<file path="config.mk">
export PLATFORM = sky130hd
export DESIGN_NAME = div_unit_top
export DESIGN_NICKNAME = d
export VERILOG_FILES = /design/src/verilog/div_pkg.sv /design/src/verilog/div_decode.sv /design/src/verilog/div_digit_stage.sv /design/src/verilog/div_execute.sv /design/src/verilog/div_result.sv /design/src/verilog/div_unit_top.sv
export VERILOG_INCLUDE_DIRS = /design/src /design/src/verilog
export SDC_FILE = /design/constraint.sdc
export NUM_CORES = 2
export LEC_CHECK = 0
export ABC_CLOCK_PERIOD_IN_PS = 20100
export BUFFER_PORTS_ARGS = -buffer_cell sky130_fd_sc_hd__buf_2
export CAP_MARGIN = 15
export CORE_UTILIZATION = 33
export DETAILED_ROUTE_END_ITERATION = 10
export SLEW_MARGIN = 20
export SYNTH_ARGS = -nofsm -noshare
export SYNTH_HDL_FRONTEND = slang
export SYNTH_SLANG_ARGS = --single-unit
</file>
<file path="constraint.sdc">
create_clock -name clk -period 20.1 [get_ports clk]
set_clock_uncertainty 0.15 [all_clocks]
set_input_delay 3.015 -clock clk [delete_from_list [all_inputs] [get_ports clk]]
set_output_delay 3.015 -clock clk [all_outputs]
set_load 0.01 [all_outputs]
</file>
<file path="src/verilog/div_consts.svh">
/* Divide unit constants */

`ifndef DIV_CONSTS_SVH
`define DIV_CONSTS_SVH

// Dividend width in bits.
`define DIV_DIVIDEND_W 32

// Divisor width, which is also the quotient and remainder width.
`define DIV_DIVISOR_W 16

// Quotient bits retired per pipeline stage (radix 4).
`define DIV_DIGIT_W 2

// Number of digit stages, quotient width over digit width.
`define DIV_STAGES 8

`endif

</file>
<file path="src/verilog/div_pkg.sv">
/* Divide unit types */

`include "div_consts.svh"

package div_pkg;

	typedef logic [`DIV_DIVIDEND_W-1:0] dividend_t;
	typedef logic [`DIV_DIVISOR_W-1:0]  divisor_t;
	typedef logic [`DIV_DIVISOR_W-1:0]  quotient_t;
	typedef logic [`DIV_DIVISOR_W-1:0]  remainder_t;
	typedef logic [`DIV_DIVIDEND_W-1:0] partial_t;  // Remainder on top, quotient below.

	typedef enum logic [1:0] {
		DIV_OK       = 2'd0,
		DIV_ZERO     = 2'd1,
		DIV_OVERFLOW = 2'd2
	} div_status_t;

	typedef struct packed {
		dividend_t dividend;
		divisor_t  divisor;
		logic      is_signed;
	} div_req_t;

	// Operation word carried down the pipeline.
	typedef struct packed {
		partial_t    partial;
		divisor_t    divisor;      // Divisor magnitude.
		remainder_t  dividend_lo;  // Raw low half, the remainder for a zero divisor.
		logic        neg_quot;
		logic        neg_rem;
		logic        is_signed;
		div_status_t status;
	} div_op_t;

	typedef struct packed {
		quotient_t   quotient;
		remainder_t  remainder;
		div_status_t status;
	} div_rsp_t;

endpackage

</file>
<file path="src/verilog/div_decode.sv">
/* Divide operand decode */

`timescale 1ns/1ns
`include "div_consts.svh"

module div_decode (
	input  logic              clk,
	input  logic              rst_n,
	input  logic              advance,
	input  logic              in_valid,
	input  div_pkg::div_req_t in_req,
	output logic              op_valid,
	output div_pkg::div_op_t  op
);

	logic               dvd_neg;
	logic               dvs_neg;
	div_pkg::dividend_t dvd_mag;
	div_pkg::divisor_t  dvs_mag;
	div_pkg::div_op_t   op_next;

	// Signs only count in signed mode.
	assign dvd_neg = in_req.is_signed & in_req.dividend[`DIV_DIVIDEND_W-1];
	assign dvs_neg = in_req.is_signed & in_req.divisor[`DIV_DIVISOR_W-1];

	// The most negative values map to their unsigned magnitude.
	assign dvd_mag = dvd_neg ? -in_req.dividend : in_req.dividend;
	assign dvs_mag = dvs_neg ? -in_req.divisor : in_req.divisor;

	always_comb begin
		op_next.partial     = dvd_mag;
		op_next.divisor     = dvs_mag;
		op_next.dividend_lo = in_req.dividend[`DIV_DIVISOR_W-1:0];
		op_next.neg_quot    = dvd_neg ^ dvs_neg;
		op_next.neg_rem     = dvd_neg;  // Remainder follows the dividend.
		op_next.is_signed   = in_req.is_signed;
		// A quotient fits in 16 bits only if the upper half is below the divisor.
		if (in_req.divisor == '0)
			op_next.status = div_pkg::DIV_ZERO;
		else if (dvd_mag[`DIV_DIVIDEND_W-1 -: `DIV_DIVISOR_W] >= dvs_mag)
			op_next.status = div_pkg::DIV_OVERFLOW;
		else
			op_next.status = div_pkg::DIV_OK;
	end

	always_ff @(posedge clk) begin
		if (!rst_n)
			op_valid <= 1'b0;
		else if (advance)
			op_valid <= in_valid;
	end

	always_ff @(posedge clk) begin
		if (advance)
			op <= op_next;
	end

endmodule

</file>
<file path="src/verilog/div_digit_stage.sv">
/* Radix-4 divide stage */

`timescale 1ns/1ns
`include "div_consts.svh"

module div_digit_stage (
	input  logic             clk,
	input  logic             rst_n,
	input  logic             advance,
	input  logic             in_valid,
	input  div_pkg::div_op_t in_op,
	output logic             out_valid,
	output div_pkg::div_op_t out_op
);

	localparam int TRIAL_W = `DIV_DIVISOR_W + `DIV_DIGIT_W;

	logic [TRIAL_W-1:0]      trial;
	logic [TRIAL_W-1:0]      dvs_x1;
	logic [TRIAL_W-1:0]      dvs_x2;
	logic [TRIAL_W-1:0]      dvs_x3;
	logic [TRIAL_W-1:0]      diff;
	logic [`DIV_DIGIT_W-1:0] digit;
	div_pkg::div_op_t        op_next;

	// Running remainder with the next two dividend bits shifted in.
	assign trial  = in_op.partial[`DIV_DIVIDEND_W-1 -: TRIAL_W];
	assign dvs_x1 = {{`DIV_DIGIT_W{1'b0}}, in_op.divisor};
	assign dvs_x2 = dvs_x1 << 1;
	assign dvs_x3 = dvs_x1 + dvs_x2;

	always_comb begin
		// Largest multiple of the divisor that still fits picks the digit.
		if (trial >= dvs_x3) begin
			digit = 2'd3;
			diff  = trial - dvs_x3;
		end else if (trial >= dvs_x2) begin
			digit = 2'd2;
			diff  = trial - dvs_x2;
		end else if (trial >= dvs_x1) begin
			digit = 2'd1;
			diff  = trial - dvs_x1;
		end else begin
			digit = 2'd0;
			diff  = trial;
		end
	end

	always_comb begin
		op_next         = in_op;
		op_next.partial = {diff[`DIV_DIVISOR_W-1:0],
			in_op.partial[`DIV_DIVIDEND_W-TRIAL_W-1:0], digit};
	end

	always_ff @(posedge clk) begin
		if (!rst_n)
			out_valid <= 1'b0;
		else if (advance)
			out_valid <= in_valid;
	end

	always_ff @(posedge clk) begin
		if (advance)
			out_op <= op_next;
	end

endmodule

</file>
<file path="src/verilog/div_execute.sv">
/* Radix-4 divide stage chain */

`timescale 1ns/1ns
`include "div_consts.svh"

module div_execute (
	input  logic             clk,
	input  logic             rst_n,
	input  logic             advance,
	input  logic             in_valid,
	input  div_pkg::div_op_t in_op,
	output logic             out_valid,
	output div_pkg::div_op_t out_op
);

	// Index 0 is the chain input, index DIV_STAGES the last stage output.
	div_pkg::div_op_t     stage_op [0:`DIV_STAGES];
	logic [`DIV_STAGES:0] stage_valid;

	assign stage_op[0]    = in_op;
	assign stage_valid[0] = in_valid;

	// Each stage retires two quotient bits, most significant first.
	for (genvar i = 0; i < `DIV_STAGES; i++) begin : g_stage
		div_digit_stage u_stage (
			.clk       (clk),
			.rst_n     (rst_n),
			.advance   (advance),
			.in_valid  (stage_valid[i]),
			.in_op     (stage_op[i]),
			.out_valid (stage_valid[i+1]),
			.out_op    (stage_op[i+1])
		);
	end

	// The final word holds the unsigned remainder over the unsigned quotient.
	assign out_valid = stage_valid[`DIV_STAGES];
	assign out_op    = stage_op[`DIV_STAGES];

endmodule

</file>
<file path="src/verilog/div_result.sv">
/* Divide result and output register */

`timescale 1ns/1ns
`include "div_consts.svh"

module div_result (
	input  logic              clk,
	input  logic              rst_n,
	input  logic              in_valid,
	input  div_pkg::div_op_t  in_op,
	output logic              advance,
	output logic              out_valid,
	input  logic              out_ready,
	output div_pkg::div_rsp_t out_rsp
);

	// Largest quotient magnitudes in the signed range.
	localparam div_pkg::quotient_t QUOT_POS_MAX = {1'b0, {(`DIV_DIVISOR_W-1){1'b1}}};
	localparam div_pkg::quotient_t QUOT_NEG_MAX = {1'b1, {(`DIV_DIVISOR_W-1){1'b0}}};

	div_pkg::quotient_t   q_mag;
	div_pkg::remainder_t  r_mag;
	div_pkg::quotient_t   q_fixed;
	div_pkg::remainder_t  r_fixed;
	logic                 range_err;
	div_pkg::div_status_t status;
	div_pkg::div_rsp_t    rsp_next;

	assign q_mag   = in_op.partial[`DIV_DIVISOR_W-1:0];
	assign r_mag   = in_op.partial[`DIV_DIVIDEND_W-1 -: `DIV_DIVISOR_W];
	assign q_fixed = in_op.neg_quot ? -q_mag : q_mag;
	assign r_fixed = in_op.neg_rem ? -r_mag : r_mag;

	assign range_err = in_op.is_signed &&
		(in_op.neg_quot ? (q_mag > QUOT_NEG_MAX) : (q_mag > QUOT_POS_MAX));

	// Earlier exceptions take priority over the signed range check.
	assign status = (in_op.status == div_pkg::DIV_OK && range_err) ?
		div_pkg::DIV_OVERFLOW : in_op.status;

	always_comb begin
		rsp_next.status = status;
		case (status)
			div_pkg::DIV_ZERO: begin
				rsp_next.quotient  = '1;
				rsp_next.remainder = in_op.dividend_lo;
			end
			div_pkg::DIV_OVERFLOW: begin
				rsp_next.quotient  = '1;
				rsp_next.remainder = '0;
			end
			default: begin
				rsp_next.quotient  = q_fixed;
				rsp_next.remainder = r_fixed;
			end
		endcase
	end

	// The whole pipeline moves when the output slot is free or being read.
	assign advance = !out_valid || out_ready;

	always_ff @(posedge clk) begin
		if (!rst_n)
			out_valid <= 1'b0;
		else if (advance)
			out_valid <= in_valid;
	end

	always_ff @(posedge clk) begin
		if (advance)
			out_rsp <= rsp_next;  // Held stable while stalled.
	end

endmodule

</file>
<file path="src/verilog/div_unit_top.sv">
/* Pipelined divide unit */

`timescale 1ns/1ns

module div_unit_top (
	input  logic              clk,
	input  logic              rst_n,
	input  logic              in_valid,
	output logic              in_ready,
	input  div_pkg::div_req_t in_req,
	output logic              out_valid,
	input  logic              out_ready,
	output div_pkg::div_rsp_t out_rsp
);

	logic             advance;
	logic             dec_valid;
	div_pkg::div_op_t dec_op;
	logic             exe_valid;
	div_pkg::div_op_t exe_op;

	// One global stall, so a request is taken whenever the pipe moves.
	assign in_ready = advance;

	div_decode u_decode (
		.clk      (clk),
		.rst_n    (rst_n),
		.advance  (advance),
		.in_valid (in_valid),
		.in_req   (in_req),
		.op_valid (dec_valid),
		.op       (dec_op)
	);

	div_execute u_execute (
		.clk       (clk),
		.rst_n     (rst_n),
		.advance   (advance),
		.in_valid  (dec_valid),
		.in_op     (dec_op),
		.out_valid (exe_valid),
		.out_op    (exe_op)
	);

	div_result u_result (
		.clk       (clk),
		.rst_n     (rst_n),
		.in_valid  (exe_valid),
		.in_op     (exe_op),
		.advance   (advance),
		.out_valid (out_valid),
		.out_ready (out_ready),
		.out_rsp   (out_rsp)
	);

endmodule

</file>
==> reports/results.md <==
| Group | Result | Value |
| --- | --- | --- |
| logic synthesis | Synthesized netlist cell count | 4657 |
| critical path | Worst Setup Path Type | input pin to output port |
| route | Per-cell via count in the routed design | 5.26 |
| cells and area | Final-layout fill cell count | 14300 |
| clock tree | Quantity of hold-fixing buffers added after cts | 0 |
| cells and area | Final Cell Area | 0.0527 mm2 |
| critical path | Launch point of the worst reg-to-reg path | u_execute.g_stage[3].u_stage.out_op[22] |
| sta | RSZ-0062 raised after global routing | no |
| clock tree | Number of buffers on the longest clock path | 3 |
| critical path | FF-to-FF path depth | 20 |
| logic synthesis | Synthesized netlist net count | 5283 |
| clock tree | Clk_lat worst skew | 0.65 ns |
| floorplan | I/O Pins | 89 |
| sta | Max Clk Rate | 140 MHz |
| logic synthesis | Yosys reg bits | 641 |
| run status | Result of the run | complete, no violations |
| logic synthesis | Count of warnings emitted by yosys | 0 |
| clock tree | CTS tree | built |
| floorplan | Core Rows | 139 |
| route | Number of DRC violations after detailed routing | 0 |
| logic synthesis | Async set or reset register ratio after synthesis | 0% |
| clock tree | Number of buffers created by CTS | 70 |
| clock tree | Clock transition at the registers of the reported paths | 0.06 ns |
| cells and area | Commonest cells after routing, fill and taps aside | edfxtp_1, ha_1, a21oi_1, inv_1, nor2_1 |
| floorplan | Die outline area | 0.146 mm2 |
| grt | Pin count of the biggest net entering global routing | 218 |
| grt | Via count of the first global-routing pass | 33600 |
| sta | Number of hold violations in the final report | 0 |
| grt | Global-route wire length before repair | 187 mm |
| sta | Tightest Pin Transition | 1.05 ns |
| route | Total vias in the final route | 35400 |
| place | Total placed cells including tap cells | 6599 |
| clock tree | Number of resized instances in the post-cts repair step | 0 |
| logic synthesis | Synth Area in Compound Gates | 18.8% |
| logic synthesis | Number of enable-type register cells in the synthesized netlist | 631 |
| logic synthesis | Largest family of logic cells by synthesized area | compound AO/OA/AOI/OAI gates |
| clock tree | Clock Root Buffer | clkbuf_16 |
| logic synthesis | Average cell area after synthesis | 10.2 um2 |
| place | Count of buffers inserted at the top-level ports | 88 |
| critical path | Worst setup EP type | output port |
| critical path | Largest fanout of any net on the critical path | 60 |
| logic synthesis | Post-Synth Simple-Gate Area | 11.5% |
| floorplan | Placeable core area | 0.143 mm2 |
| critical path | Setup crit end | in_ready |
| logic synthesis | Yosys top cell area share | 39.8% |
| job | Count of max-cap constraint violations | 0 |
| logic synthesis | Post-Syn Area | 0.0476 mm2 |
| place | Global placement routability congestion | 0.931 |
| clock tree | Post-CTS setup-driven buffer insertion count | 0 |
| route | DR pass1 iterations | 5 |
| sta | Final Slew Violations | 0 |
| place | Placement Cell Area | 0.0504 mm2 |
| grt | GRT Residual Overflow | 0 |
| power and ir drop | Static Leakage | 22.0 nW |
| hold path | Path class of the lowest-slack min-delay path | flip-flop to flip-flop |
| grt | Overall Global Routing Usage | 16.0% |
| clock tree | Number of clock sinks seen by CTS | 641 |
| route | Wire per inst | 17.7 um |
| floorplan | Starting Density | 33.2% |
| critical path | Launch point of the critical path | out_ready |
| logic synthesis | Area leader, netlist | edfxtp_1 |
| power and ir drop | Peak supply drop | 0.0666 mV |
| critical path | Slack of the worst reg-to-reg path | 14.23 ns |
| logic synthesis | Post-synthesis adder-cell area fraction | 15.6% |
| hold path | Worst hold path cell count | 0 |
| cells and area | Area occupied by multi-input gates | 0.0271 mm2 |
| critical path | Worst setup SP type | input pin |
| critical path | Arrival time of data at the critical path endpoint | 3.98 ns |
| sta | Period Utilization, post-route | 35.5% |
| cells and area | Commonest non-fill, non-tap cell in the layout | edfxtp_1 |
| sta | Setup TNS after final layout | 0 ns |
| sta | Relative slew margins | 29.9% |
| cells and area | Area taken by flip-flops and latches | 0.0191 mm2 |
| logic synthesis | Sequential share of the synthesized area | 40.2% |
| cells and area | Growth of design area from synthesis to finish | 10.6% |
| route | Violation count after the first detailed-routing iteration | 2460 |
| logic synthesis | Mux contribution to synthesized area | 2.96% |
| logic synthesis | Main area contributors after synthesis | edfxtp_1, ha_1, xnor2_1 |
| cells and area | Fraction of final layout cells sized beyond drive strength 1 | 6.90% |
| critical path | CP required | 16.94 ns |
| sta | Post-layout min period | 7.14 ns |
| floorplan | Die Width | 382 um |
| route | Number of nets still failing antenna checks after routing | 0 |
| route | Wire length after detailed routing | 119 mm |
| cells and area | Nets@finish | 5395 |
| critical path | Worst reg2reg path endpoint | u_execute.g_stage[4].u_stage.out_op[53] |
| logic synthesis | Xor-xnor portion of the synthesized cell area | 7.98% |
| place | HPWL after detailed placement | 94.1 mm |
| logic synthesis | Main synth FF type | edfxtp_1 |
| grt | Antenna violations before repair | 6 |
| cells and area | Count of non-filler cells in the finished layout | 6727 |
| sta | Setup-failing EPs final | 0 |
| clock tree | H-tree levels | 3 |
| power and ir drop | PD cells | 171 mW/mm2 |
| floorplan | Die Height | 382 um |
| power and ir drop | Total Power Consumption | 9.02 mW |
| logic synthesis | Number of distinct library cells after synthesis | 86 |
## where the power goes
| group | total (mW) | leakage (nW) | switching [mW] | internal (mW) |
|---|---|---|---|---|
| logic | 5.44 | 14.1 | 3.08 | 2.37 |
| clock network | 1.27 | 1.11 | 0.537 | 0.737 |
| registers | 2.30 | 6.73 | 0.348 | 1.95 |
## per-stage QoR
step	utilization [%]	setup slack [ns]	hold slack [ns]
after floorplan	-	0.285	0.250
after global placement	35.1	12.90	0.251
after detailed placement	35.1	12.90	0.255
after CTS	36.7	12.90	0.261
after global routing	36.7	12.86	0.266
final	36.7	12.96	0.262
## how the worst min path moves through the flow
stage	startpoint	to
finish	u_execute.g_stage[6].u_stage.out_op[42]	u_execute.g_stage[7].u_stage.out_op[44]
global placement	u_execute.g_stage[4].u_stage.out_op[19]	u_execute.g_stage[5].u_stage.out_op[19]
floorplan	u_decode.op[0]	u_execute.g_stage[0].u_stage.out_op[0]
CTS	u_execute.g_stage[4].u_stage.out_op[44]	u_execute.g_stage[5].u_stage.out_op[46]
global route	u_execute.g_stage[0].u_stage.out_op[13]	u_execute.g_stage[1].u_stage.out_op[13]
detailed placement	u_decode.op[8]	u_execute.g_stage[0].u_stage.out_op[8]
## worst max-delay path: stages
cell	delay, ns
buf_2	0.08
nor2b_1	0.03
buf_4	0.18
inv_8	0.35
buf_2	0.29
## cells in the mapped netlist, types with 11 or more instances
master / count
edfxtp_1: 631
ha_1: 541
a21oi_1: 386
inv_1: 309
nor2_1: 305
nand2_1: 291
o21ai_0: 255
xnor2_1: 252
xor2_1: 182
a21o_1: 153
o21a_1: 92
mux2i_1: 88
nor3_1: 84
nand2b_1: 82
nand3_1: 78
nor2b_1: 58
a211oi_1: 55
nand4_1: 54
clkbuf_1: 49
o21bai_1: 48
mux2_2: 47
a31oi_1: 42
o31ai_1: 41
or3_1: 41
o211ai_1: 38
or2_2: 36
fa_1: 32
o31a_1: 29
a211o_1: 25
and2_1: 24
and3_1: 24
a21boi_0: 21
a22o_1: 18
o41ai_1: 16
a22oi_1: 15
o221ai_1: 15
buf_2: 14
nor4_1: 14
a2111oi_0: 12
o22ai_1: 11
## state kept, by name, indices dropped and copies added, names as in the netlist
signal / flops
u_execute.g_stage.u_stage.out_op: 529
u_decode.op: 68
u_result.out_rsp: 34
u_execute.g_stage.u_stage.out_valid: 8
u_decode.op_valid: 1
u_result.out_valid: 1
## per-layer routing
metal  routed length (um)  vias to the layer above  GRT usage [%]
met5                    0                        -              0
met4                 2200                        0           3.87
met3                 4930                      135           2.02
met2                53300                      709           25.6
met1                58300                    16900           22.8
li1                     -                    17700              -
## layout make-up
class	count	area share (%)
clock buffer	85	3.57
clock inverter	41	0.738
inverter	310	2.22
sequential	641	36.3
multi-input combinational	3635	51.4
antenna	1	0.00475
tap	1903	4.52
timing repair buffer	111	1.23
## kinds of logic after synthesis
logic type,Yosys count
compound gates,1363
simple gates,1130
flops,641
fa+ha+maj,573
xor+xnor,434
buf+inv,381
mux,135
Power figures use the tool's default switching activity.
